## config.mk

```make
export PLATFORM = sky130hd
export DESIGN_NAME = fetchStage
export DESIGN_NICKNAME = d
export VERILOG_FILES = /design/src/common/mipsPkg.sv /design/src/fetch/fetchStage.sv
export SDC_FILE = /design/constraint.sdc
export NUM_CORES = 2
export LEC_CHECK = 0
export ABC_AREA = 1
export BUFFER_PORTS_ARGS = -buffer_cell sky130_fd_sc_hd__buf_2
export CORE_MARGIN = 2
export CORE_UTILIZATION = 50
export CTS_CLUSTER_SIZE = 24
export DETAILED_ROUTE_END_ITERATION = 6
export GPL_TIMING_DRIVEN = 0
export PLACE_DENSITY_LB_ADDON = 0.08
export SLEW_MARGIN = 10
export SYNTH_ARGS = -nofsm -noshare
export SYNTH_HDL_FRONTEND = slang
export SYNTH_SLANG_ARGS = --single-unit
export TNS_END_PERCENT = 10
```

## constraint.sdc

```tcl
create_clock -name clock -period 2.6 [get_ports clock]
set_input_delay 0.13 -clock clock [delete_from_list [all_inputs] [get_ports clock]]
set_output_delay 0.13 -clock clock [all_outputs]
set_load 0.02 [all_outputs]
```

## src/common/mipsPkg.sv

```systemverilog
`default_nettype none

package mipsPkg;

    ////////////////////
    // widths with a meaning
    typedef logic [31:0] word_t;
    typedef logic [4:0] regAddr_t;
    typedef logic [5:0] opcode_t;
    typedef logic [5:0] funct_t;
    typedef logic [3:0] aluCtrl_t;
    typedef logic [1:0] aluOp_t;
    typedef logic [1:0] forwardSel_t;

    // load port handshake states
    typedef enum logic [1:0] {
        LoadIdle,
        LoadWrite,
        LoadAck
    } loadState_t;

    ////////////////////
    // opcodes
    localparam opcode_t OpRType = 6'd0;
    localparam opcode_t OpBeq = 6'd4;
    localparam opcode_t OpBne = 6'd5;
    localparam opcode_t OpLw = 6'd35;
    localparam opcode_t OpSw = 6'd43;

    // R-format function field
    localparam funct_t FunctAdd = 6'd32;
    localparam funct_t FunctSub = 6'd34;
    localparam funct_t FunctAnd = 6'd36;
    localparam funct_t FunctOr = 6'd37;
    localparam funct_t FunctSlt = 6'd42;

    // ALU operation codes
    localparam aluCtrl_t AluAnd = 4'd0;
    localparam aluCtrl_t AluOr = 4'd1;
    localparam aluCtrl_t AluAdd = 4'd2;
    localparam aluCtrl_t AluSub = 4'd6;
    localparam aluCtrl_t AluSlt = 4'd7;

    // instruction class from decoder to ALU control
    localparam aluOp_t AluOpMem = 2'd0;
    localparam aluOp_t AluOpBranch = 2'd1;
    localparam aluOp_t AluOpRType = 2'd2;

    // operand source in execute
    localparam forwardSel_t FwdReg = 2'd0;
    localparam forwardSel_t FwdWb = 2'd1;
    localparam forwardSel_t FwdMem = 2'd2;

    ////////////////////
    // memory sizes, word indexed
    localparam int InstrDepth = 64;
    localparam int DataDepth = 64;
    localparam int InstrAddrBits = 6;
    localparam int DataAddrBits = 6;

endpackage

`default_nettype wire

```

## src/fetch/fetchStage.sv

```systemverilog
`timescale 1ns/100ps
`default_nettype none

module fetchStage (
    input wire clock,
    input wire WriteEnable,
    input wire run,
    input wire stall,
    input wire branchTaken,
    input wire mipsPkg::word_t branchTarget,
    input wire instrWrite,
    input wire [mipsPkg::InstrAddrBits-1:0] writeIndex,
    input wire mipsPkg::word_t writeWord,
    output mipsPkg::word_t idInstruction,
    output mipsPkg::word_t idPcPlusFour
);
    import mipsPkg::*;

    word_t instrMem [InstrDepth];
    word_t pc;
    word_t pcPlusFour;
    word_t fetched;

    // filled only through the load port
    always_ff @(posedge clock) begin
        if (instrWrite) begin
            instrMem[writeIndex] <= writeWord;
        end
    end

    assign pcPlusFour = pc + 32'd4;
    // halted core sees zero words, decoded as nop
    assign fetched = run ? instrMem[pc[InstrAddrBits+1:2]] : '0;

    ////////////////////
    // program counter
    always_ff @(posedge clock or posedge WriteEnable) begin
        if (WriteEnable) begin
            pc <= '0;
        end else if (!run) begin
            pc <= '0;
        end else if (branchTaken) begin
            // redirect wins over a stall in decode
            pc <= branchTarget;
        end else if (!stall) begin
            pc <= pcPlusFour;
        end
    end

    ////////////////////
    // IF/ID register
    always_ff @(posedge clock or posedge WriteEnable) begin
        if (WriteEnable) begin
            idInstruction <= '0;
            idPcPlusFour <= '0;
        end else if (branchTaken) begin
            // squash the wrong-path fetch
            idInstruction <= '0;
            idPcPlusFour <= '0;
        end else if (!stall) begin
            idInstruction <= fetched;
            idPcPlusFour <= pcPlusFour;
        end
    end

endmodule

`default_nettype wire

```

[Yosys cells after proc, flatten, opt, wreduce, memory -nomap -nowiden]
Memory sizes are Yosys's and may differ from the RTL's.
Index checks and enable logic that the tools add are counted.
Storage, ports and cells
  flip-flop bits (word level): 96
  bits in writable memories: 2048
  input bits: 76
  output and inout port bits: 64
  memories: 1
Operators by class
  $add $sub $neg: 1
  equal/unequal tests: 2
  multiplexer cells: 9
Memories
  instrMem: depth 64, width 32, read ports 1, clocked after memory_dff 0, wr ports 1, line fetchStage.sv:19  | word_t instrMem [InstrDepth];
Operator list (count)
  $mux W32: 7
  $add A32 B3 Y32 const B: 1
  $ne A3 B2 Y1 const B: 1
  $mux W1: 2
  $ne A2 B1 Y1 const B: 1

[Depth between registers and ports, before layout]
  word-level depth: 4
  mapped depth: 16
  mapped depth without buffers: 13

[Worst setup path before layout]
Ideal clock, no wire load.
  kind: input port to flip-flop
  start point: in instrWrite
  end point: mem instrMem[48][0] in the netlist's numbering, enable pin
  setup time: 0.502 ns
  arrival time: 3.758 ns
  setup slack: -1.660 ns
  stages: 3
  path through: clkbuf_1 nand4_1 nor4_1
On the way
  longest elaborated chain between the ends: 2
RTL lines
  start: declaration: line fetchStage.sv:11  | input wire instrWrite,
  $mux W1: line fetchStage.sv:26  | if (instrWrite) begin
  $mux W1 (not written as such): line fetchStage.sv:27  | instrMem[writeIndex] <= writeWord;
  end: declaration: line fetchStage.sv:19
Every way passes these cells.

[Final worst setup path]
  start point: reg pc[2]
  end point: reg idInstruction[10]
On the way
  longest elaborated chain between the ends: 4
RTL lines
  start: declaration: line fetchStage.sv:20  | word_t pc;
  start signal: assignment: line fetchStage.sv:44  | pc <= branchTarget;
  start signal: assignment: line fetchStage.sv:46  | pc <= pcPlusFour;
  $mem_v2 Z64 W32
  $mux W32: line fetchStage.sv:33  | assign fetched = run ? instrMem[pc[InstrAddrBits+1:2]] : '0;
  $mux W32: line fetchStage.sv:60  | end else if (!stall) begin
  $mux W32: line fetchStage.sv:56  | end else if (branchTaken) begin
  end signal: assignment: line fetchStage.sv:61  | idInstruction <= fetched;
  end: declaration: line fetchStage.sv:14  | output mipsPkg::word_t idInstruction,
Every way passes these cells. The select of a mux whose other input is x is not followed.
A chain may end at the register's enable or synchronous reset.

==> results by group <==
Setup path
  • WP depth: 13
  • Crit-path leading delay family: simple AND/OR/NAND/NOR gates
  • Cell repeated most along the worst path: nand2_1
  • Crit path DAT: 3.42 ns
  • Critical path, cell by cell: buf_12 > buf_12 > buf_12 > buf_4 > nand2_1 > o211ai_1 > nand3_1 > nand3_1 > nand3_4 > nand3_2 > nand2_1 > nand2_1 > nand2_1
  • Critical path's largest stage delay: 0.40 ns
  • Critical path required time: 3.35 ns
  • R2R depth: 13
  • Crit path buffers/inverters: 4
  • Startpoint Class: flop
  • CP max stage cell: dfrtp_1
  • Kind of critical path: reg -> reg
  • CP Capture Type: flop
  • CP max FO: 10

Hold path
  • Hold path cells: 4
  • Hold Path Class: in -> reg

Floorplan
  • # IOs: 140
  • Row count: 157
  • Die area: 0.187 mm^2
  • Core area: 0.183 mm^2
  • Die Ht: 433 um
  • Die X: 433 um
  • Starting Density: 0.503

Finish
  • Most common cell after layout, fill and taps aside: nand2_1
  • Sequential Area: 0.0639 mm^2
  • Final instance area: 0.108 mm^2
  • # fillers: 15067
  • Most frequent cells in the layout: 2776 x nand2_1, 2048 x edfxtp_1, 1402 x nand3_1
  • Nets@finish: 9327
  • Ratio of cells with drive above 1 in the final layout: 0.132
  • Multi-input combinational cell area: 0.0222 mm^2
  • P&R area growth vs syn: 17.4%

Pwr
  • NetSw: 19.7 mW
  • Power share of the combinational group: 0.106
  • Sw Ratio: 0.253
  • Power per cell area: 720 mW/mm^2
  • P_leak: 44.5 nW
  • Register share of total power: 0.493
  • Clock Power Share: 0.402
  • Internal power: 58.0 mW
  • Overall power: 77.7 mW
  • Peak supply drop: 0.628 mV

Clock network
  • Clk slew on worst S/H paths: 0.06 ns
  • CTS tree: yes
  • Clock sinks: 2144
  • Skew-Pair Late Insertion Delay: 0.87 ns
  • Clock root cell: clkbuf_16
  • CTS HTree Levels: 4
  • Max clock buf depth: 3
  • Num CTS Buffers: 221

Timing
  • Slew @ Worst Pin: 1.07 ns
  • Period minus WS final: 2.67 ns
  • Final-report max-slew violation count: 0
  • Max Clock Freq: 0.374 GHz
  • Setup Skew: 0.0257 ns
  • Finish-stage setup viols: 16
  • RSZ-0062 raised after global routing: yes
  • Fin crit share: 1.03
  • Slew HR: 0.287
  • Final Hold Fails: 0
  • Setup ws final: -0.0741 ns

Status
  • Status: finished with violations
  • Failing checks: setup timing

Yosys
  • Number of distinct library cells after synthesis: 31
  • Synth Instances: 8702
  • Synth Cell Area: 0.0919 mm^2
  • Sequential share of the synthesized area: 0.695
  • Synth warn: 0
  • Seq cells post-synth: 2144
  • Post-synth EDFFs: 2048
  • Synth Flop Type: edfxtp_1
  • Syn Area/Cell: 10.6 um^2
  • Post-synthesis async set-or-reset flop share: 0.0448
  • Syn Nets: 8779

GRT
  • Total track usage: 0.332
  • Maximum number of pins on one net before global-route repair: 65
  • First-pass GRT wire length: 439000 um
  • Aggregate global routing overflow: 0
  • Vias in the first global route: 60804
  • Antenna violations before repair: 19

Route
  • Via count: 65518
  • Final WL: 313000 um
  • DRT Pass-1 Iters: 7
  • # DRC: 0
  • Drt via density: 5.50
  • Antenna violation net count after detailed routing: 0
  • Detailed-route wire length per cell: 26.3 um
  • Initial DRC Count: 8206

Placement
  • Setup WS pre-CTS: -1.56 ns
  • Post-detail-place hpwl: 218000 um
  • Post-DP Area: 0.0988 mm^2
  • # port buffers: 134
  • GP Congestion: 0.973

Job
  • Number of max-cap violations: 0
## through the flow
stage / cells / util / TNS, ns / hold WS [ns]
2_1_floorplan: 8702 / - / -211.74 / 0.229
3_3_place_gp: 11300 / 0.524 / -4316.03 / 0.386
3_5_place_dp: 11419 / 0.540 / -789.61 / 0.225
4_1_cts: 11899 / 0.588 / -0.163 / 0.0154
5_1_grt: 11905 / 0.590 / -0.455 / 0.0659
6_report: 11905 / 0.590 / -0.486 / 0.0803
## routing by layer
metal | GRT usage | routed length [um] | up-vias
li1 | - | - | 29826
met3 | 0.0545 | 28600 | 635
met2 | 0.526 | 145000 | 3333
met5 | 0 | 13 | -
met4 | 0.167 | 18000 | 2
met1 | 0.446 | 122000 | 31722
## area by class of cell
type | count | share of cell area
multi-input cells | 4818 | 0.206
clock buffers | 303 | 0.0558
inverters | 1271 | 0.0445
well taps | 2464 | 0.0286
flip-flops and latches | 2144 | 0.592
plain buffers | 469 | 0.0284
diodes | 5 | 0.000116
repair buffers | 325 | 0.0362
clock inverters | 106 | 0.00878
## final timing paths
check	from	end	slack [ns]
setup reg to reg	pc[2]	idInstruction[10]	-0.07
max in group asynchronous	WriteEnable	idInstruction[20]	1.39
setup / recovery	pc[2]	idInstruction[10]	-0.07
hold / removal	branchTarget[16]	pc[16]	0.08
hold reg to reg	idInstruction[23]	idInstruction[23]	0.48
min in group asynchronous	WriteEnable	idPcPlusFour[18]	0.48
## worst register-to-register path: cells and delay by family (launching register included)
| kind | cells | cell delay (ns) |
|---|---|---|
| DFF | 1 | 0.40 |
| AOI/OAI and AO/OA | 1 | 0.11 |
| buffers and inverters | 4 | 0.91 |
| and+or+nand+nor | 8 | 1.16 |
## cells in the mapped netlist (13+ instances only)
cell,instances,area share
nor2_1,142,0.0058
o21ai_0,76,0.0041
nand3_1,1483,0.081
buf_4,40,0.0033
or2_2,88,0.0060
edfxtp_1,2048,0.67
o211ai_1,129,0.011
dfrtp_1,96,0.026
a21oi_1,14,0.00076
nand2_1,2809,0.11
buf_1,28,0.0011
nor3_1,18,0.00098
nand4_1,13,0.00088
buf_2,287,0.016
inv_1,1265,0.052
clkbuf_1,106,0.0043
## logic make-up after synthesis
| logic type | synth area share |
|---|---|
| simple gates | 0.210 |
| flops | 0.695 |
| buf+inv | 0.0773 |
| compound gates | 0.0169 |
| xor+xnor | 0.000381 |
| fa+ha+maj | 0.000136 |
## state kept, by name, summed over array words and instances (netlist names)
signal         flops
idInstruction     32
pc                32
instrMem        2048
idPcPlusFour      32
## power groups by stage
stage               logic, mW  clock network [mW]  registers, mW
detailed placement       7.58                   0           39.0
CTS                      8.00                31.3           38.3
global placement         7.28                   0           39.0
finish                   8.22                31.2           38.3
floorplan                3.68                   0           39.0
global route             8.66                32.7           38.3
## what timing repair did
item / CTS / global route
setup endpoints to repair: 35 / 33
hold buffers: 71 / 1
pin swaps: 2 / 6
buffers inserted: 0 / 0
gates resized for setup: 338 / 135
hold endpoints to repair: 1800 / 64
Power figures use the tool's default switching activity.
