## config.mk

```make
export PLATFORM = sky130hd
export DESIGN_NAME = decodeStage
export DESIGN_NICKNAME = d
export VERILOG_FILES = /design/src/common/mipsPkg.sv /design/src/decode/decodeStage.sv
export SDC_FILE = /design/constraint.sdc
export NUM_CORES = 2
export LEC_CHECK = 0
export ABC_CLOCK_PERIOD_IN_PS = 45800
export BUFFER_PORTS_ARGS = -buffer_cell sky130_fd_sc_hd__buf_4
export CAP_MARGIN = 20
export CORE_MARGIN = 3
export CORE_UTILIZATION = 35
export CTS_CLUSTER_DIAMETER = 80
export DETAILED_ROUTE_END_ITERATION = 12
export GPL_ROUTABILITY_DRIVEN = 0
export PLACE_DENSITY_LB_ADDON = 0.3
export SYNTH_ARGS = -nofsm -noshare
export SYNTH_HDL_FRONTEND = slang
export SYNTH_SLANG_ARGS = --single-unit
```

## constraint.sdc

```tcl
create_clock -name clock -period 45.8 [get_ports clock]
set_clock_uncertainty 0.15 [all_clocks]
set_input_delay 0 -clock clock [delete_from_list [all_inputs] [get_ports clock]]
set_output_delay 0 -clock clock [all_outputs]
set_load 0.03 [all_outputs]
```

## src/common/mipsPkg.sv

```systemverilog
`default_nettype none

package mipsPkg;

    ////////////////////
    // widths with a meaning
    typedef logic [31:0] word_t;
    typedef logic [4:0] regAddr_t;
    typedef logic [5:0] opcode_t;
    typedef logic [5:0] funct_t;
    typedef logic [3:0] aluCtrl_t;
    typedef logic [1:0] aluOp_t;
    typedef logic [1:0] forwardSel_t;

    // load port handshake states
    typedef enum logic [1:0] {
        LoadIdle,
        LoadWrite,
        LoadAck
    } loadState_t;

    ////////////////////
    // opcodes
    localparam opcode_t OpRType = 6'd0;
    localparam opcode_t OpBeq = 6'd4;
    localparam opcode_t OpBne = 6'd5;
    localparam opcode_t OpLw = 6'd35;
    localparam opcode_t OpSw = 6'd43;

    // R-format function field
    localparam funct_t FunctAdd = 6'd32;
    localparam funct_t FunctSub = 6'd34;
    localparam funct_t FunctAnd = 6'd36;
    localparam funct_t FunctOr = 6'd37;
    localparam funct_t FunctSlt = 6'd42;

    // ALU operation codes
    localparam aluCtrl_t AluAnd = 4'd0;
    localparam aluCtrl_t AluOr = 4'd1;
    localparam aluCtrl_t AluAdd = 4'd2;
    localparam aluCtrl_t AluSub = 4'd6;
    localparam aluCtrl_t AluSlt = 4'd7;

    // instruction class from decoder to ALU control
    localparam aluOp_t AluOpMem = 2'd0;
    localparam aluOp_t AluOpBranch = 2'd1;
    localparam aluOp_t AluOpRType = 2'd2;

    // operand source in execute
    localparam forwardSel_t FwdReg = 2'd0;
    localparam forwardSel_t FwdWb = 2'd1;
    localparam forwardSel_t FwdMem = 2'd2;

    ////////////////////
    // memory sizes, word indexed
    localparam int InstrDepth = 64;
    localparam int DataDepth = 64;
    localparam int InstrAddrBits = 6;
    localparam int DataAddrBits = 6;

endpackage

`default_nettype wire

```

## src/decode/decodeStage.sv

```systemverilog
`timescale 1ns/100ps
`default_nettype none

module decodeStage (
    input wire clock,
    input wire WriteEnable,
    input wire mipsPkg::word_t idInstruction,
    input wire mipsPkg::word_t idPcPlusFour,
    input wire flush,
    input wire wbRegWrite,
    input wire mipsPkg::regAddr_t wbWriteAddress,
    input wire mipsPkg::word_t wbData,
    output logic stall,
    output logic exRegWrite,
    output logic exMemRead,
    output logic exMemWrite,
    output logic exBranch,
    output logic exBranchNot,
    output logic exAluSrc,
    output mipsPkg::aluOp_t exAluOp,
    output mipsPkg::word_t exOperandA,
    output mipsPkg::word_t exOperandB,
    output mipsPkg::word_t exImmediate,
    output mipsPkg::word_t exPcPlusFour,
    output mipsPkg::regAddr_t exRs,
    output mipsPkg::regAddr_t exRt,
    output mipsPkg::regAddr_t exDest
);
    import mipsPkg::*;

    opcode_t opcode;
    funct_t funct;
    regAddr_t rs, rt, rd;
    word_t immediate, readA, readB;
    word_t regFile [32];
    logic regWrite, regDst, memRead, memWrite, branch, branchNot, aluSrc;
    aluOp_t aluOp;
    logic bubble;

    // instruction fields
    assign opcode = idInstruction[31:26];
    assign rs = idInstruction[25:21];
    assign rt = idInstruction[20:16];
    assign rd = idInstruction[15:11];
    assign funct = idInstruction[5:0];
    assign immediate = {{16{idInstruction[15]}}, idInstruction[15:0]};

    ////////////////////
    // opcode decoder
    always_comb begin
        regWrite = 1'b0;
        regDst = 1'b0;
        memRead = 1'b0;
        memWrite = 1'b0;
        branch = 1'b0;
        branchNot = 1'b0;
        aluSrc = 1'b0;
        aluOp = AluOpMem;
        case (opcode)
            OpRType: begin
                regDst = 1'b1;
                aluOp = AluOpRType;
                // sll and other unknown functs write nothing
                regWrite = funct inside {FunctAdd, FunctSub, FunctAnd, FunctOr, FunctSlt};
            end
            OpBeq: begin
                branch = 1'b1;
                aluOp = AluOpBranch;
            end
            OpBne: begin
                branchNot = 1'b1;
                aluOp = AluOpBranch;
            end
            OpLw: begin
                regWrite = 1'b1;
                memRead = 1'b1;
                aluSrc = 1'b1;
            end
            OpSw: begin
                memWrite = 1'b1;
                aluSrc = 1'b1;
            end
            default: ;
        endcase
    end

    ////////////////////
    // register file, r0 never written
    always_ff @(posedge clock or posedge WriteEnable) begin
        if (WriteEnable) begin
            for (int i = 0; i < 32; i++) regFile[i] <= '0;
        end else if (wbRegWrite && wbWriteAddress != '0) begin
            regFile[wbWriteAddress] <= wbData;
        end
    end

    // write-through from write-back in the same cycle
    function automatic word_t readReg(input regAddr_t addr);
        if (wbRegWrite && wbWriteAddress != '0 && wbWriteAddress == addr) return wbData;
        return regFile[addr];
    endfunction

    always_comb begin
        readA = readReg(rs);
        readB = readReg(rt);
    end

    // load-use hazard against the load in execute
    assign stall = exMemRead && (exRt == rs || exRt == rt);
    assign bubble = stall || flush;

    ////////////////////
    // ID/EX register, write bits dropped on a bubble
    always_ff @(posedge clock or posedge WriteEnable) begin
        if (WriteEnable) begin
            exRegWrite <= 1'b0;
            exMemRead <= 1'b0;
            exMemWrite <= 1'b0;
            exBranch <= 1'b0;
            exBranchNot <= 1'b0;
            exAluSrc <= 1'b0;
            exAluOp <= AluOpMem;
        end else begin
            exRegWrite <= regWrite && !bubble;
            exMemRead <= memRead && !bubble;
            exMemWrite <= memWrite && !bubble;
            exBranch <= branch && !bubble;
            exBranchNot <= branchNot && !bubble;
            exAluSrc <= aluSrc;
            exAluOp <= aluOp;
        end
    end

    always_ff @(posedge clock) begin
        exOperandA <= readA;
        exOperandB <= readB;
        exImmediate <= immediate;
        exPcPlusFour <= idPcPlusFour;
        exRs <= rs;
        exRt <= rt;
        exDest <= regDst ? rd : rt;
    end

endmodule

`default_nettype wire

```

# Word level (Yosys, flattened, before mapping)
# Cells that the tools add are included.
# Widths: inputs -> output; s select.
# word_totals
word_cells	108
reg_bits	1159
# op_classes
n_reduce_logical	18
n_mux	24
order_cmp	4
eq_ne	13
n_bitwise	3
# op_table
op	count
$bwmux 1024	1
$bmux 32 s5	2
$mux 32	9
$demux 32 s5	1
$eq 6x6->1 const B	7
$eq 5x5->1	4
$ge 6x6->1 const B	3
$not 5->6	3
$eq 6x3->1 const B	2
$logic_and 1x1->1	10
$reduce_bool 5->1	2
$mux 1	8
$logic_not 6->1	1
$lt 6x1->1 const B	1
$mux 5	1
$pmux 2 s2	1
$reduce_or 2->1	2
$logic_or 1x1->1	2
$pmux 1 s2	1
$logic_not 1->1	1

# Logic depth before layout (Yosys ltp)
# logic_depth
ltp_word	6
mapped_depth	7

# Worst setup path before layout
# OpenSTA, ideal clock, no wires.
# synth_timing
path_type	input port to flip-flop
startpoint	input port idInstruction[16]
endpoint	register exOperandB[0]
required_time_ns	45.529
setup_slack_ns	43.895
arrival_time_ns	1.634
setup_time_ns	0.121
path_stages	7
path_cell_list	buf_2 -> buf_2 -> buf_2 -> mux4_2 -> o22ai_1 -> nor4_1 -> mux2_2
# synth_via
elab_chain_cells	5
# synth_lines
element	line_no	text
start, declared	decodeStage.sv:7	input wire mipsPkg::word_t idInstruction,
$not 5->6 (implied by the code)	decodeStage.sv:100	return regFile[addr];
$bmux 32 s5	decodeStage.sv:100	
$mux 32 (implied by the code) (2 in series)	decodeStage.sv:100	
$mux 32 (*)	decodeStage.sv:100	
via readB[0]	decodeStage.sv:34	word_t immediate, readA, readB;
end signal, assigned	decodeStage.sv:136	exOperandB <= readB;
end, declared	decodeStage.sv:22	output mipsPkg::word_t exOperandB,
# Mark *: on every way through the listed nets, which the timed path passes. The rest lies on a longest branch. The select of a mux whose other input is x is not followed.
# A chain may end at the register's enable or synchronous reset.

==> results.yml <==
sta:
  hold_viol_final: 0
  layout_min_cycle_time_ns: 4.471
  max_slew_margin_pct: 21.70
  drv_slew: 0
  rsz0062_at_grt: "false"
  fin_setup_tns_ns: 0
  setup_viol: 0
  worstMarginPinSlew_ns: 1.174
  clock.fmax_mhz: 223.7
  min_period_over_period_pct: 9.762
logic_synthesis:
  synth-async-reset-ratio_pct: 89.04
  netlist_top_cells_count: "mux2_2, dfrtp_1, mux4_2"
  synthCells: 3620
  synth_cell_type_count: 45
  ys_seq_area_share_pct: 50.10
  synth_top_area_cell: "dfrtp_1"
  synth_most_common_cell: "mux2_2"
  synth_ff_type: "dfrtp_1"
  synth-seq-cells: 1159
  synth_top_area_share_pct: 45.61
  yosysWarningCount: 0
  synthesis.nets: 3725
  netlist_top_cells_area: "dfrtp_1, mux2_2, mux4_2, dfxtp_1, o22ai_1"
  synth_area_sq_mm: 0.05663
  syn-mean-instance-area_sq_um: 15.64
  synth_edf_count: 0
worst_setup_path:
  path_class: "input port to asynchronous set/reset pin"
  worstReg2RegEnd: "exBranch"
  crit_chain: "dlygate4sd3_1 > buf_4 > dlygate4sd3_1 > inv_8 > buf_4 > buf_4 > buf_4 > buf_4"
  timing.reg2reg.setup_slack_ns: 43.37
  r2r_cells: 5
  required_ns: 46.46
  crit_slowest_cell: "buf_4"
  cp.arrival_ns: 5.13
  critPathMaxFanout: 112
  slowest_delay_ns: 0.82
  end_kind: "asynchronous set/reset pin"
  worst_setup_path_start_kind: "input port"
  cpMostUsedCell: "buf_4"
  crit_family: "buffers and inverters"
  timing.rr.start: "exRt[0]"
  critical_path_buf_inv_count: 8
die:
  rows: 146
  dieArea_sq_mm: 0.1666
  pin_count: 257
  die_x_microns: 408.2
  core_area_sq_mm: 0.1595
  initial_core_util_pct: 35.51
  die_h_microns: 408.2
detailed_routing:
  routed_via_density: 5.953
  drt_iter0_drc: 3299
  vias: 36390
  drc: 0
  wl_per_cell_microns: 30.66
  drtPass1Iterations: 5
  final_antenna_net_count: 0
  wl_microns: 187400
clocking:
  ctsHoldBuffers: 180
  h-tree-depth: 4
  clockRootBuffer: "clkbuf_16"
  cts_tree: "built"
  numCtsBuffers: 139
  cts_setup_buffers: 0
  clockBufferDepth: 3
  cts_resized: 0
  clk_latency_ns: 0.79
  clkSinkCount: 1159
  path_clk_slew_ns: 0.05
power:
  p_leak_nw: 28.44
  power_mw: 3.014
  p_per_area_mw_per_mm2: 45.26
  ir_worst_vdd_mv: 0.03789
global_routing:
  first_global_vias: 37570
  antenna_found_initial: 18
  grt_max_degree: 145
  grt_pass1_wl_microns: 272400
  grt_use_total_pct: 22.36
  grt_overflow_total: 0
min_path:
  min_path_cells: 2
  holdCritStartpoint: "idInstruction[21]"
  min_to: "exRs[0]"
  min_path_type: "input port to flop"
finish:
  design_area_sq_mm: 0.06658
  drive_above_1_share_pct: 54.38
  nNetsFinal: 3948
  syn2layout_area_growth_pct: 17.59
placement:
  postPlaceCellArea_sq_mm: 0.06016
  io_buffer_count: 256
  hpwl_microns: 99120
outcome:
  status: "finished, final reports clean"
flow_run:
  cap_violations: 0
-- registers in the layout, indices dropped and copies added (netlist names) --
signal        cells
exAluSrc          1
exBranch          1
exBranchNot       1
exRegWrite        1
exMemRead         1
exImmediate      16
exMemWrite        1
exOperandB       32
regFile        1024
exRt              5
exDest            5
exAluOp           2
exPcPlusFour     32
exOperandA       32
exRs              5
-- cells by family (layout without fill, tap and decap cells) --
| group | count (synthesis) | count (layout) | share of synthesized area (%) |
|---|---|---|---|
| muxes | 1569 | 1569 | 41.35 |
| DFF | 1159 | 1159 | 50.10 |
| buffers and inverters | 434 | 773 | 3.420 |
| AOI/OAI and AO/OA | 273 | 273 | 3.049 |
| and+or+nand+nor | 165 | 165 | 1.772 |
| xor gates and xnor gates | 20 | 20 | 0.3093 |
| other | 0 | 8 | 0 |
-- how the worst max path moves through the flow --
stage                                 start              to  slack [ns]  cells after the start
after floorplan                 WriteEnable      exAluOp[0]       16.61                      1
after global placement    idInstruction[16]  exOperandB[22]       41.20                      8
after detailed placement  idInstruction[16]  exOperandB[22]       41.18                      8
after CTS                       WriteEnable    regFile[650]       41.16                      8
after global routing            WriteEnable    regFile[746]       40.69                      8
final                           WriteEnable    regFile[752]       41.33                      8
-- cell usage in the layout (no fill, tap or decap), types with 5 or more instances in the layout --
| master | n |
|---|---|
| xnor2_1 | 16 |
| o22ai_1 | 254 |
| inv_1 | 5 |
| bufinv_16 | 6 |
| clkinv_2 | 14 |
| mux2_2 | 1053 |
| nand3b_1 | 11 |
| dlygate4sd3_1 | 180 |
| dfxtp_1 | 127 |
| buf_4 | 321 |
| mux2i_1 | 5 |
| nor4_1 | 62 |
| o21ai_0 | 8 |
| dfrtp_1 | 1032 |
| nor2_1 | 5 |
| or3b_2 | 7 |
| nand2_1 | 12 |
| diode_2 | 8 |
| clkbuf_16 | 141 |
| inv_6 | 12 |
| clkbuf_8 | 27 |
| nand2_4 | 14 |
| nor2_4 | 12 |
| mux4_2 | 511 |
| nand3_1 | 7 |
| clkbuf_1 | 46 |
-- per-layer routing --
metal / vias up / GRT usage [%] / share of wire (%) / wire length [microns]
met5: - / 0 / 0.0069 / 13
met4: 2 / 6.630 / 2.9 / 5418
met3: 331 / 4.721 / 7.6 / 14190
met2: 1497 / 33.66 / 45 / 83780
met1: 19980 / 32.52 / 45 / 83990
li1: 14580 / - / - / -
-- where the power goes --
group | total (mW) | leakage (nW) | internal [mW] | switching [mW]
clock | 1.12 | 2.26 | 0.654 | 0.464
combinational | 0.555 | 11.8 | 0.334 | 0.221
sequential | 1.34 | 14.3 | 1.21 | 0.135
total | 3.01 | 28.4 | 2.19 | 0.820
-- layout make-up --
| type | count | area [sq um] |
|---|---|---|
| Tap cell | 2146 | 2685 |
| Clock inverter | 43 | 518.0 |
| Fill cell | 14440 | 92890 |
| Sequential cell | 1159 | 28370 |
| Timing Repair Buffer | 510 | 4342 |
| Multi-Input combinational cell | 2027 | 26550 |
| Inverter | 6 | 30.03 |
| Antenna cell | 8 | 20.02 |
| Clock buffer | 214 | 4073 |
-- stage by stage --
stage / hold slack (ns) / setup WS [ns] / utilization, % / instances
floorplan: -0.1223 / 16.61 / - / 3620
CTS: 0.0001325 / 41.16 / 41.73 / 6103
finish: 0.02974 / 41.33 / 41.75 / 6113
global placement: -0.04576 / 41.20 / 37.72 / 5666
global route: 0.03470 / 40.69 / 41.74 / 6106
detailed placement: -0.04457 / 41.18 / 37.72 / 5666
No activity file was read; power rests on OpenSTA's default activity.
