<file path="src/common/mipsPkg.sv">
`default_nettype none

package mipsPkg;

    ////////////////////
    // widths with a meaning
    typedef logic [31:0] word_t;
    typedef logic [4:0] regAddr_t;
    typedef logic [5:0] opcode_t;
    typedef logic [5:0] funct_t;
    typedef logic [3:0] aluCtrl_t;
    typedef logic [1:0] aluOp_t;
    typedef logic [1:0] forwardSel_t;

    // load port handshake states
    typedef enum logic [1:0] {
        LoadIdle,
        LoadWrite,
        LoadAck
    } loadState_t;

    ////////////////////
    // opcodes
    localparam opcode_t OpRType = 6'd0;
    localparam opcode_t OpBeq = 6'd4;
    localparam opcode_t OpBne = 6'd5;
    localparam opcode_t OpLw = 6'd35;
    localparam opcode_t OpSw = 6'd43;

    // R-format function field
    localparam funct_t FunctAdd = 6'd32;
    localparam funct_t FunctSub = 6'd34;
    localparam funct_t FunctAnd = 6'd36;
    localparam funct_t FunctOr = 6'd37;
    localparam funct_t FunctSlt = 6'd42;

    // ALU operation codes
    localparam aluCtrl_t AluAnd = 4'd0;
    localparam aluCtrl_t AluOr = 4'd1;
    localparam aluCtrl_t AluAdd = 4'd2;
    localparam aluCtrl_t AluSub = 4'd6;
    localparam aluCtrl_t AluSlt = 4'd7;

    // instruction class from decoder to ALU control
    localparam aluOp_t AluOpMem = 2'd0;
    localparam aluOp_t AluOpBranch = 2'd1;
    localparam aluOp_t AluOpRType = 2'd2;

    // operand source in execute
    localparam forwardSel_t FwdReg = 2'd0;
    localparam forwardSel_t FwdWb = 2'd1;
    localparam forwardSel_t FwdMem = 2'd2;

    ////////////////////
    // memory sizes, word indexed
    localparam int InstrDepth = 64;
    localparam int DataDepth = 64;
    localparam int InstrAddrBits = 6;
    localparam int DataAddrBits = 6;

endpackage

`default_nettype wire

</file>
<file path="src/execute/executeStage.sv">
`timescale 1ns/100ps
`default_nettype none

module executeStage (
    input wire clock,
    input wire WriteEnable,
    input wire exRegWrite,
    input wire exMemRead,
    input wire exMemWrite,
    input wire exBranch,
    input wire exBranchNot,
    input wire exAluSrc,
    input wire mipsPkg::aluOp_t exAluOp,
    input wire mipsPkg::word_t exOperandA,
    input wire mipsPkg::word_t exOperandB,
    input wire mipsPkg::word_t exImmediate,
    input wire mipsPkg::word_t exPcPlusFour,
    input wire mipsPkg::regAddr_t exRs,
    input wire mipsPkg::regAddr_t exRt,
    input wire mipsPkg::regAddr_t exDest,
    input wire wbRegWrite,
    input wire mipsPkg::regAddr_t wbWriteAddress,
    input wire mipsPkg::word_t wbData,
    output logic branchTaken,
    output mipsPkg::word_t branchTarget,
    output logic flush,
    output logic memRegWrite,
    output logic memMemRead,
    output logic memMemWrite,
    output mipsPkg::regAddr_t memWriteAddress,
    output mipsPkg::word_t memAluResult,
    output mipsPkg::word_t memStoreData
);
    import mipsPkg::*;

    forwardSel_t forwardA, forwardB;
    word_t srcA, srcB, aluB, aluResult;
    aluCtrl_t aluCtrl;
    funct_t funct;
    logic zero;

    ////////////////////
    // forwarding, memory stage has priority over write-back
    function automatic forwardSel_t pickSource(input regAddr_t src);
        if (memRegWrite && memWriteAddress != '0 && memWriteAddress == src) return FwdMem;
        if (wbRegWrite && wbWriteAddress != '0 && wbWriteAddress == src) return FwdWb;
        return FwdReg;
    endfunction

    function automatic word_t applySource(input forwardSel_t sel, input word_t regValue);
        case (sel)
            FwdMem: return memAluResult;
            FwdWb: return wbData;
            default: return regValue;
        endcase
    endfunction

    always_comb begin
        forwardA = pickSource(exRs);
        forwardB = pickSource(exRt);
        srcA = applySource(forwardA, exOperandA);
        srcB = applySource(forwardB, exOperandB);
    end

    assign aluB = exAluSrc ? exImmediate : srcB;
    // function code rides in the low immediate bits
    assign funct = exImmediate[5:0];

    // ALU control
    always_comb begin
        case (exAluOp)
            AluOpMem: aluCtrl = AluAdd;
            AluOpBranch: aluCtrl = AluSub;
            AluOpRType:
                case (funct)
                    FunctSub: aluCtrl = AluSub;
                    FunctAnd: aluCtrl = AluAnd;
                    FunctOr: aluCtrl = AluOr;
                    FunctSlt: aluCtrl = AluSlt;
                    default: aluCtrl = AluAdd;
                endcase
            default: aluCtrl = AluAdd;
        endcase
    end

    // ALU, slt compares signed
    always_comb begin
        case (aluCtrl)
            AluAnd: aluResult = srcA & aluB;
            AluOr: aluResult = srcA | aluB;
            AluSub: aluResult = srcA - aluB;
            AluSlt: aluResult = {31'd0, $signed(srcA) < $signed(aluB)};
            default: aluResult = srcA + aluB;
        endcase
    end

    ////////////////////
    // branch resolves here
    assign zero = (aluResult == '0);
    assign branchTaken = (exBranch && zero) || (exBranchNot && !zero);
    assign branchTarget = exPcPlusFour + {exImmediate[29:0], 2'b00};
    assign flush = branchTaken;

    // EX/MEM register
    always_ff @(posedge clock or posedge WriteEnable) begin
        if (WriteEnable) begin
            memRegWrite <= 1'b0;
            memMemRead <= 1'b0;
            memMemWrite <= 1'b0;
        end else begin
            memRegWrite <= exRegWrite;
            memMemRead <= exMemRead;
            memMemWrite <= exMemWrite;
        end
    end

    always_ff @(posedge clock) begin
        memWriteAddress <= exDest;
        memAluResult <= aluResult;
        memStoreData <= srcB;
    end

endmodule

`default_nettype wire

</file>
<file path="config.mk">
export PLATFORM = sky130hd
export DESIGN_NAME = executeStage
export DESIGN_NICKNAME = d
export VERILOG_FILES = /design/src/common/mipsPkg.sv /design/src/execute/executeStage.sv
export SDC_FILE = /design/constraint.sdc
export NUM_CORES = 1
export LEC_CHECK = 0
export BUFFER_PORTS_ARGS = -buffer_cell sky130_fd_sc_hd__buf_2
export CAP_MARGIN = 0
export CORE_ASPECT_RATIO = 0.6
export CORE_UTILIZATION = 54
export CTS_CLUSTER_SIZE = 40
export DETAILED_ROUTE_END_ITERATION = 6
export PLACE_DENSITY_LB_ADDON = 0.3
export SLEW_MARGIN = 30
export SYNTH_ARGS = -nofsm -noshare
export SYNTH_HDL_FRONTEND = slang
export SYNTH_SLANG_ARGS = --single-unit
</file>
<file path="constraint.sdc">
create_clock -name clock -period 13.2 [get_ports clock]
set_clock_uncertainty 0.2 [all_clocks]
set_input_delay 3.3 -clock clock [delete_from_list [all_inputs] [get_ports clock]]
set_output_delay 3.3 -clock clock [all_outputs]
set_load 0.02 [all_outputs]
</file>
Yosys cells after proc, flatten, opt, wreduce, memory -nomap -nowiden --
Index checks and enable logic that the tools add are counted.
Word-level totals: output and inout port bits 106, input port bits 191, latch bits 0, memory bits (writable) 0, memories kept 0, word-level logic and storage cells 63, register bits 72, ROM bits 0
Operators by class: divide/modulo/power cells 0, multiplexer cells 20, reductions and logical operators 14, $add $sub $neg 3, bitwise logic cells 2, $mul 0, shift operators 0, eq/ne operators 17, $lt $le $gt $ge 1
Operator list (count):
- $pmux W32 S2 | 2
- $pmux W32 S4 | 1
- $add A32 B32 Y32 | 2
- $and A32 B32 Y32 | 1
- $logic_not A32 Y1 | 1
- $lt A32 B32 Y1 | 1
- $mux W32 | 1
- $or A32 B32 Y32 | 1
- $sub A32 B32 Y32 | 1
- $eq A6 B6 Y1 const B | 4
- $eq A5 B5 Y1 | 4
- $mux W2 | 8
- $pmux W3 S4 | 1
- $reduce_bool A5 Y1 | 2
- $eq A4 B3 Y1 const B | 2
- $logic_and A1 B1 Y1 | 8
- $eq A2 B1 Y1 const B | 3
- $eq A2 B2 Y1 const B | 3
- $mux W1 | 6
- $pmux W3 S2 | 1
- $eq A4 B1 Y1 const B | 1
- $logic_not A4 Y1 | 1
- $logic_not A1 Y1 | 1
- $logic_or A1 B1 Y1 | 1

Depth between registers and ports, before layout --
word-level depth 16, gate-level depth with buffers 23, mapped depth without buffers 21

Worst setup path before layout --
Ideal clock, no wire load.
path kind input to output, start point input exRt[4], end point output flush, data required time 9700 ps, path buffers 3, slack 564 ps, data arrival time 9136 ps, stages 22, cells stage by stage xnor2_1 -> nand3_1 -> nor4_1 -> clkbuf_1 -> mux2i_1 -> o21ai_0 -> mux2_2 -> ha_1 -> buf_6 -> or4_4 -> or2_4 -> a211oi_2 -> o211a_1 -> nor2_1 -> o311a_1 -> a221o_1 -> a221o_1 -> or4_1 -> nor3_2 -> nand4bb_1 -> mux2_1 -> buf_4
Between the ends: cells in the longest elaborated chain, start to end 15, elaborated cells between the ends (all ways) 25, classes of those cells add/sub: 2; order compare: 1; eq/ne: 4; mux: 9; bitwise: 2; reduce/logical: 7
RTL lines:
- start: declaration | RTL line executeStage.sv:19 | input wire mipsPkg::regAddr_t exRt,
- $eq A5 B5 Y1 | RTL line executeStage.sv:46 | if (wbRegWrite && wbWriteAddress != '0 && wbWriteAddress == src) return FwdWb;
- $logic_and A1 B1 Y1 | RTL line executeStage.sv:46
- $mux W1 (2 in series) | RTL line executeStage.sv:46
- $mux W2 | RTL line executeStage.sv:47 | return FwdReg;
- $mux W2 * | RTL line executeStage.sv:46
- $eq A2 B1 Y1 / $eq A2 B2 Y1 (equally long branches) | RTL line executeStage.sv:51 | case (sel)
- $pmux W32 S2 * | RTL line executeStage.sv:51
- net srcB[9] | RTL line executeStage.sv:37 | word_t srcA, srcB, aluB, aluResult;
- $mux W32 * | RTL line executeStage.sv:65 | assign aluB = exAluSrc ? exImmediate : srcB;
- $add A32 B32 Y32 / $sub A32 B32 Y32 (equally long branches) | RTL line executeStage.sv:93, executeStage.sv:91
- $pmux W32 S4 * | RTL line executeStage.sv:88 | case (aluCtrl)
- net aluResult[17] | RTL line executeStage.sv:37
- $logic_not A32 Y1 * | RTL line executeStage.sv:99 | assign zero = (aluResult == '0);
- $logic_not A1 Y1 | RTL line executeStage.sv:100 | assign branchTaken = (exBranch && zero) || (exBranchNot && !zero);
- $logic_and A1 B1 Y1 | RTL line executeStage.sv:100
- $logic_or A1 B1 Y1 * | RTL line executeStage.sv:100
- end: declaration | RTL line executeStage.sv:26 | output logic flush,
The timed path passes the listed nets; every way through them passes the cells marked *. The select of a mux whose other input is x is not followed.

Final worst setup path --
start point input wbWriteAddress[3], end point output flush
Between the ends: cells in the longest elaborated chain, start to end 16, elaborated cells between the ends (all ways) 34, classes of those cells add/sub: 2; order compare: 1; eq/ne: 6; mux: 14; bitwise: 2; reduce/logical: 9
RTL lines:
- start: declaration | RTL line executeStage.sv:22 | input wire mipsPkg::regAddr_t wbWriteAddress,
- $reduce_bool A5 Y1 | RTL line executeStage.sv:46
- $logic_and A1 B1 Y1 | RTL line executeStage.sv:46
- $logic_and A1 B1 Y1 * | RTL line executeStage.sv:46
- $mux W1 (2 in series) | RTL line executeStage.sv:46
- $mux W2 * | RTL line executeStage.sv:47
- $mux W2 * | RTL line executeStage.sv:46
- $eq A2 B1 Y1 / $eq A2 B2 Y1 (equally long branches) | RTL line executeStage.sv:51
- $pmux W32 S2 * | RTL line executeStage.sv:51
- net srcB[6] | RTL line executeStage.sv:37
- $mux W32 * | RTL line executeStage.sv:65
- $add A32 B32 Y32 / $sub A32 B32 Y32 (equally long branches) | RTL line executeStage.sv:93, executeStage.sv:91
- $pmux W32 S4 * | RTL line executeStage.sv:88
- net aluResult[17] | RTL line executeStage.sv:37
- $logic_not A32 Y1 * | RTL line executeStage.sv:99
- $logic_not A1 Y1 | RTL line executeStage.sv:100
- $logic_and A1 B1 Y1 | RTL line executeStage.sv:100
- $logic_or A1 B1 Y1 * | RTL line executeStage.sv:100
Marked as above.

==> results summary <==
The internal power came out at 0.6440 mW. The die width came out at 176.1 microns. After clock tree synthesis, the flow added hold-fix buffers numbering 0. The area overhead of the layout relative to synthesis is 20.41%. The netlist area before placement is 0.009821 sq mm.

The overall track demand over capacity in global routing came out at 43.18%. The min-delay analysis places its worst path in the category flip-flop to flip-flop. The die is 106.5 microns tall. The maximum fanout count along the critical path came out at 22.

Data on the critical path arrives at its endpoint at 9480 ps. The floorplan has 37 rows. The total clock sinks came out at 72. The most used flip-flop cell after synthesis is sky130_fd_sc_hd__dfxtp_1. The share of the cycle needed by the critical path after routing is 98.33%. Setup repair after global routing left no endpoint under its margin. The share of total power consumed by net switching is 48.18%.

Clock-pin slew was measured on the worst setup and hold paths at 70 ps. Using the TritonRoute via totals, the vias-per-cell ratio works out to 6.386. The tool flagged a number of max-cap violations equal to 0. The initial antenna violation count came out at 6. The total overflow reported by the global router came out at 0. The count of cell types in the netlist is 82. The hold violation count in the final report was 0. Summing all multi-input logic gate instances after layout gives 0.007692 sq mm. In the final layout, the share of cells above drive strength 1 is 24.62%.

The category of the critical setup timing path is primary input to output port. The overall power after layout came out at 1.243 mW. Routed signal wires occupy layers up through met5.

The cell sitting at the root of the clock tree is a sky130_fd_sc_hd__clkbuf_16. The run finished, with violations left. The H-tree depth reported by CTS is 3. The leakage power of the design came out at 5.567 nW.

The peak supply drop came out at 0.06840 mV. A synthesized cell averages 7.401 sq um. The post-placement cell count came out at 1809. The wire length per cell came out at 22.80 microns. The slew at the pin closest to its max-slew limit is 927.0 ps. The number of top-level design ports came out at 297.

The via count of the first global-routing pass is 10240. The final period demand of the worst path is 12980 ps. The worst slew margin relative to its limit is 37.55%. The nature of the critical path startpoint is a primary input. The post-route core utilization is 67.75%. The die covers 0.01875 sq mm. Wires add up to 41730 microns. The required time at the worst-slack endpoint came out at 9700 ps. The count of endpoints failing setup in the final report is 0. The filler-free cell count of the finished design came out at 1830.

The final route contains 11690 vias. The clock passes through at most 2 buffers. The portion of the post-synthesis area used by sequential elements is 14.83%. Counting every instance in the synthesized netlist gives 1327. The area taken by flip-flops and latches came out at 0.001456 sq mm. The sequential cell fraction of total power is 23.8%. The number of input and output port buffers inserted is 292. The remaining number of nets flagged by the antenna check after routing came out at 0. The met1 layer wirelength in the final routing is 18120 microns. The total area inside the core boundary comes to 0.01745 sq mm. The worst setup path is captured at an output port.

The detailed-routed wire length on met2 is 14920 microns. Static timing analysis puts the maximum clock frequency at 77.04 MHz. The estimated wirelength of the detail-placed design came out at 34340 microns.

Yosys printed 0 warnings. Dividing total power by cell area gives a power density of 105.1 mW/mm^2. The checks that failed: design-rule violations. The detailed-routing iteration count for the pre-antenna-repair pass is 7.

The CTS buffer count is 9. The first global-routing pass estimated 61420 microns of wire. Counting flops with a built-in enable in the synthesized netlist gives 0. The synthesis-stage register bit count is 72. At the end of the flow, the number of nets in the layout was 1908. The final weighted congestion in routability-driven placement came out at 1.043.

The insertion delay of the later-clocked pin in the worst-skew pair came out at 340 ps. The share of synthesized flip-flops with an asynchronous set or reset is 4.167%. When the netlist entered floorplanning its net count stood at 1648.

The total negative slack came out at 0 ps. The count of final max-slew check failures came out at 0. The starting density of the core is 56.27%.

The largest net degree at the start of global routing is 45. The clock network fraction of total power came out at 19.9%. Fill cells in the final layout number 1588. The met3 wire length came out at 7725 microns. TritonCTS built the clock tree. The first-iteration detailed-routing DRC count came out at 1634. The net switching power is 0.5987 mW. The number of DRC violations after detailed routing came out at 4. The combinational fraction of design power came out at 56.3%.
==> kinds of logic (layout without fill, tap and decap cells) <==
| family | Yosys count | count (layout) | synth area share [%] |
|---|---|---|---|
| xor+xnor | 55 | 55 | 4.905 |
| compound gates | 411 | 411 | 27.28 |
| other cells | 0 | 4 | 0 |
| fa+ha+maj | 130 | 130 | 16.79 |
| simple gates | 371 | 371 | 17.87 |
| flops | 72 | 72 | 14.83 |
| mux | 104 | 104 | 10.99 |
| buf+inv | 184 | 449 | 7.326 |
==> power by group through the flow <==
| stage | clock [mW] | combinational (mW) | sequential, mW |
|---|---|---|---|
| floorplan | 0 | 0.388 | 0.331 |
| CTS | 0.244 | 0.668 | 0.292 |
| global placement | 0 | 0.660 | 0.296 |
| global route | 0.252 | 0.739 | 0.298 |
| detailed placement | 0 | 0.665 | 0.296 |
| finish | 0.247 | 0.699 | 0.296 |
==> critical path: stages <==
cell and delay, ps:
sky130_fd_sc_hd__buf_2 120, sky130_fd_sc_hd__or4_1 110, sky130_fd_sc_hd__o21ai_1 110, sky130_fd_sc_hd__nor4_4 560
sky130_fd_sc_hd__buf_4 470, sky130_fd_sc_hd__mux2i_1 220, sky130_fd_sc_hd__o21ai_0 100, sky130_fd_sc_hd__mux2_2 330
sky130_fd_sc_hd__ha_1 450, sky130_fd_sc_hd__or4_4 470, sky130_fd_sc_hd__or2_4 260, sky130_fd_sc_hd__a211oi_2 350
sky130_fd_sc_hd__o211a_1 290, sky130_fd_sc_hd__nor2_1 80, sky130_fd_sc_hd__o311a_1 310, sky130_fd_sc_hd__a221o_1 360
sky130_fd_sc_hd__a221o_1 350, sky130_fd_sc_hd__or4_1 430, sky130_fd_sc_hd__nor3_2 120, sky130_fd_sc_hd__nand4bb_1 140
sky130_fd_sc_hd__mux2_1 340, sky130_fd_sc_hd__buf_2 170
==> what timing repair did <==
action,in CTS,in global routing
gates resized for setup,0,4
setup endpoints to repair,0,2
buffers inserted,0,1
==> sequential cells by signal, indices dropped and copies added (netlist names) <==
name             flops
memAluResult        32
memStoreData        32
memWriteAddress      5
memMemRead           1
memMemWrite          1
memRegWrite          1
==> final timing paths <==
path,from,endpoint,slack [ps],depth (start not counted)
max,wbWriteAddress[3],flush,220,22
min,memAluResult[30]$_DFF_P_,memStoreData[30]$_DFF_P_,330,2
max reg2reg,memWriteAddress[3]$_DFF_P_,memAluResult[31]$_DFF_P_,7380,16
min reg2reg,memAluResult[30]$_DFF_P_,memStoreData[30]$_DFF_P_,330,2
max in group asynchronous,WriteEnable,memMemRead$_DFF_PP0_,10030,2
min in group asynchronous,WriteEnable,memMemWrite$_DFF_PP0_,2640,2
==> metal layers <==
| metal | vias up | track usage [%] |
|---|---|---|
| li1 | 5273 | - |
| met1 | 5375 | 63.70 |
| met2 | 937 | 53.15 |
| met3 | 96 | 21.89 |
| met4 | 6 | 9.317 |
| met5 | - | 0 |
==> cells in the mapped netlist, types with 10 or more instances <==
library cell	n	area (sq um)
sky130_fd_sc_hd__nor4_1	11	68.82
sky130_fd_sc_hd__a21o_1	26	195.2
sky130_fd_sc_hd__nand2b_1	12	75.07
sky130_fd_sc_hd__dfxtp_1	69	1381
sky130_fd_sc_hd__a31oi_1	11	68.82
sky130_fd_sc_hd__nor3_1	30	150.1
sky130_fd_sc_hd__a221oi_1	12	105.1
sky130_fd_sc_hd__xnor2_1	35	306.5
sky130_fd_sc_hd__nor2_1	87	326.6
sky130_fd_sc_hd__mux2i_1	73	730.7
sky130_fd_sc_hd__xor2_1	20	175.2
sky130_fd_sc_hd__mux2_2	30	337.8
sky130_fd_sc_hd__clkbuf_1	53	198.9
sky130_fd_sc_hd__inv_1	117	439.2
sky130_fd_sc_hd__nor2b_1	15	93.84
sky130_fd_sc_hd__o21ai_0	123	615.6
sky130_fd_sc_hd__ha_1	127	1589
sky130_fd_sc_hd__nand2_1	133	499.2
sky130_fd_sc_hd__a211oi_1	10	75.07
sky130_fd_sc_hd__o21bai_1	16	120.1
sky130_fd_sc_hd__a21oi_1	92	460.4
sky130_fd_sc_hd__nand3_1	28	140.1
sky130_fd_sc_hd__o211ai_1	21	157.7
==> per-stage QoR <==
step	setup WS, ps	area (sq um)	hold WS (ps)
finish	219.9	11830	333.4
floorplan	564.4	9821	375.0
detailed placement	49.07	11500	319.1
global placement	170.7	11500	299.7
global route	8.682	11830	362.8
CTS	9.284	11790	325.4
==> area by class of cell <==
class                           instances  share of cell area, %
Clock buffer                           11                  2.137
Sequential cell                        72                  12.32
Inverter                              117                  3.714
Antenna cell                            4                0.08465
Timing Repair Buffer                  316                  13.88
Multi-Input combinational cell       1071                  65.05
Clock inverter                          5                 0.3386
Tap cell                              234                  2.476
==> cells in the final DEF (no fill, tap or decap), types with 6 or more instances in the layout <==
cell | synthesis | layout
sky130_fd_sc_hd__nand2_1 | 133 | 133
sky130_fd_sc_hd__mux2i_1 | 73 | 73
sky130_fd_sc_hd__nand3_1 | 28 | 28
sky130_fd_sc_hd__a211oi_1 | 10 | 10
sky130_fd_sc_hd__xor2_1 | 20 | 20
sky130_fd_sc_hd__a21o_1 | 26 | 25
sky130_fd_sc_hd__nor2_1 | 87 | 87
sky130_fd_sc_hd__a221oi_1 | 12 | 12
sky130_fd_sc_hd__o221ai_1 | 9 | 9
sky130_fd_sc_hd__mux2_2 | 30 | 30
sky130_fd_sc_hd__a221o_1 | 7 | 7
sky130_fd_sc_hd__or2_2 | 6 | 6
sky130_fd_sc_hd__o21ai_0 | 123 | 119
sky130_fd_sc_hd__o21bai_1 | 16 | 16
sky130_fd_sc_hd__nor4_1 | 11 | 7
sky130_fd_sc_hd__clkbuf_16 | 0 | 9
sky130_fd_sc_hd__buf_4 | 4 | 24
sky130_fd_sc_hd__a2111oi_0 | 8 | 8
sky130_fd_sc_hd__nor3_1 | 30 | 30
sky130_fd_sc_hd__a31oi_1 | 11 | 11
sky130_fd_sc_hd__or3_1 | 9 | 9
sky130_fd_sc_hd__a21oi_1 | 92 | 91
sky130_fd_sc_hd__ha_1 | 127 | 127
sky130_fd_sc_hd__o21a_1 | 8 | 8
sky130_fd_sc_hd__o211ai_1 | 21 | 21
sky130_fd_sc_hd__inv_1 | 117 | 117
sky130_fd_sc_hd__nor2b_1 | 15 | 15
sky130_fd_sc_hd__xnor2_1 | 35 | 35
sky130_fd_sc_hd__buf_2 | 5 | 292
sky130_fd_sc_hd__o31ai_1 | 8 | 8
sky130_fd_sc_hd__and3_1 | 9 | 9
sky130_fd_sc_hd__nand2b_1 | 12 | 12
sky130_fd_sc_hd__dfxtp_1 | 69 | 69
No activity file was read; power rests on OpenSTA's default activity.
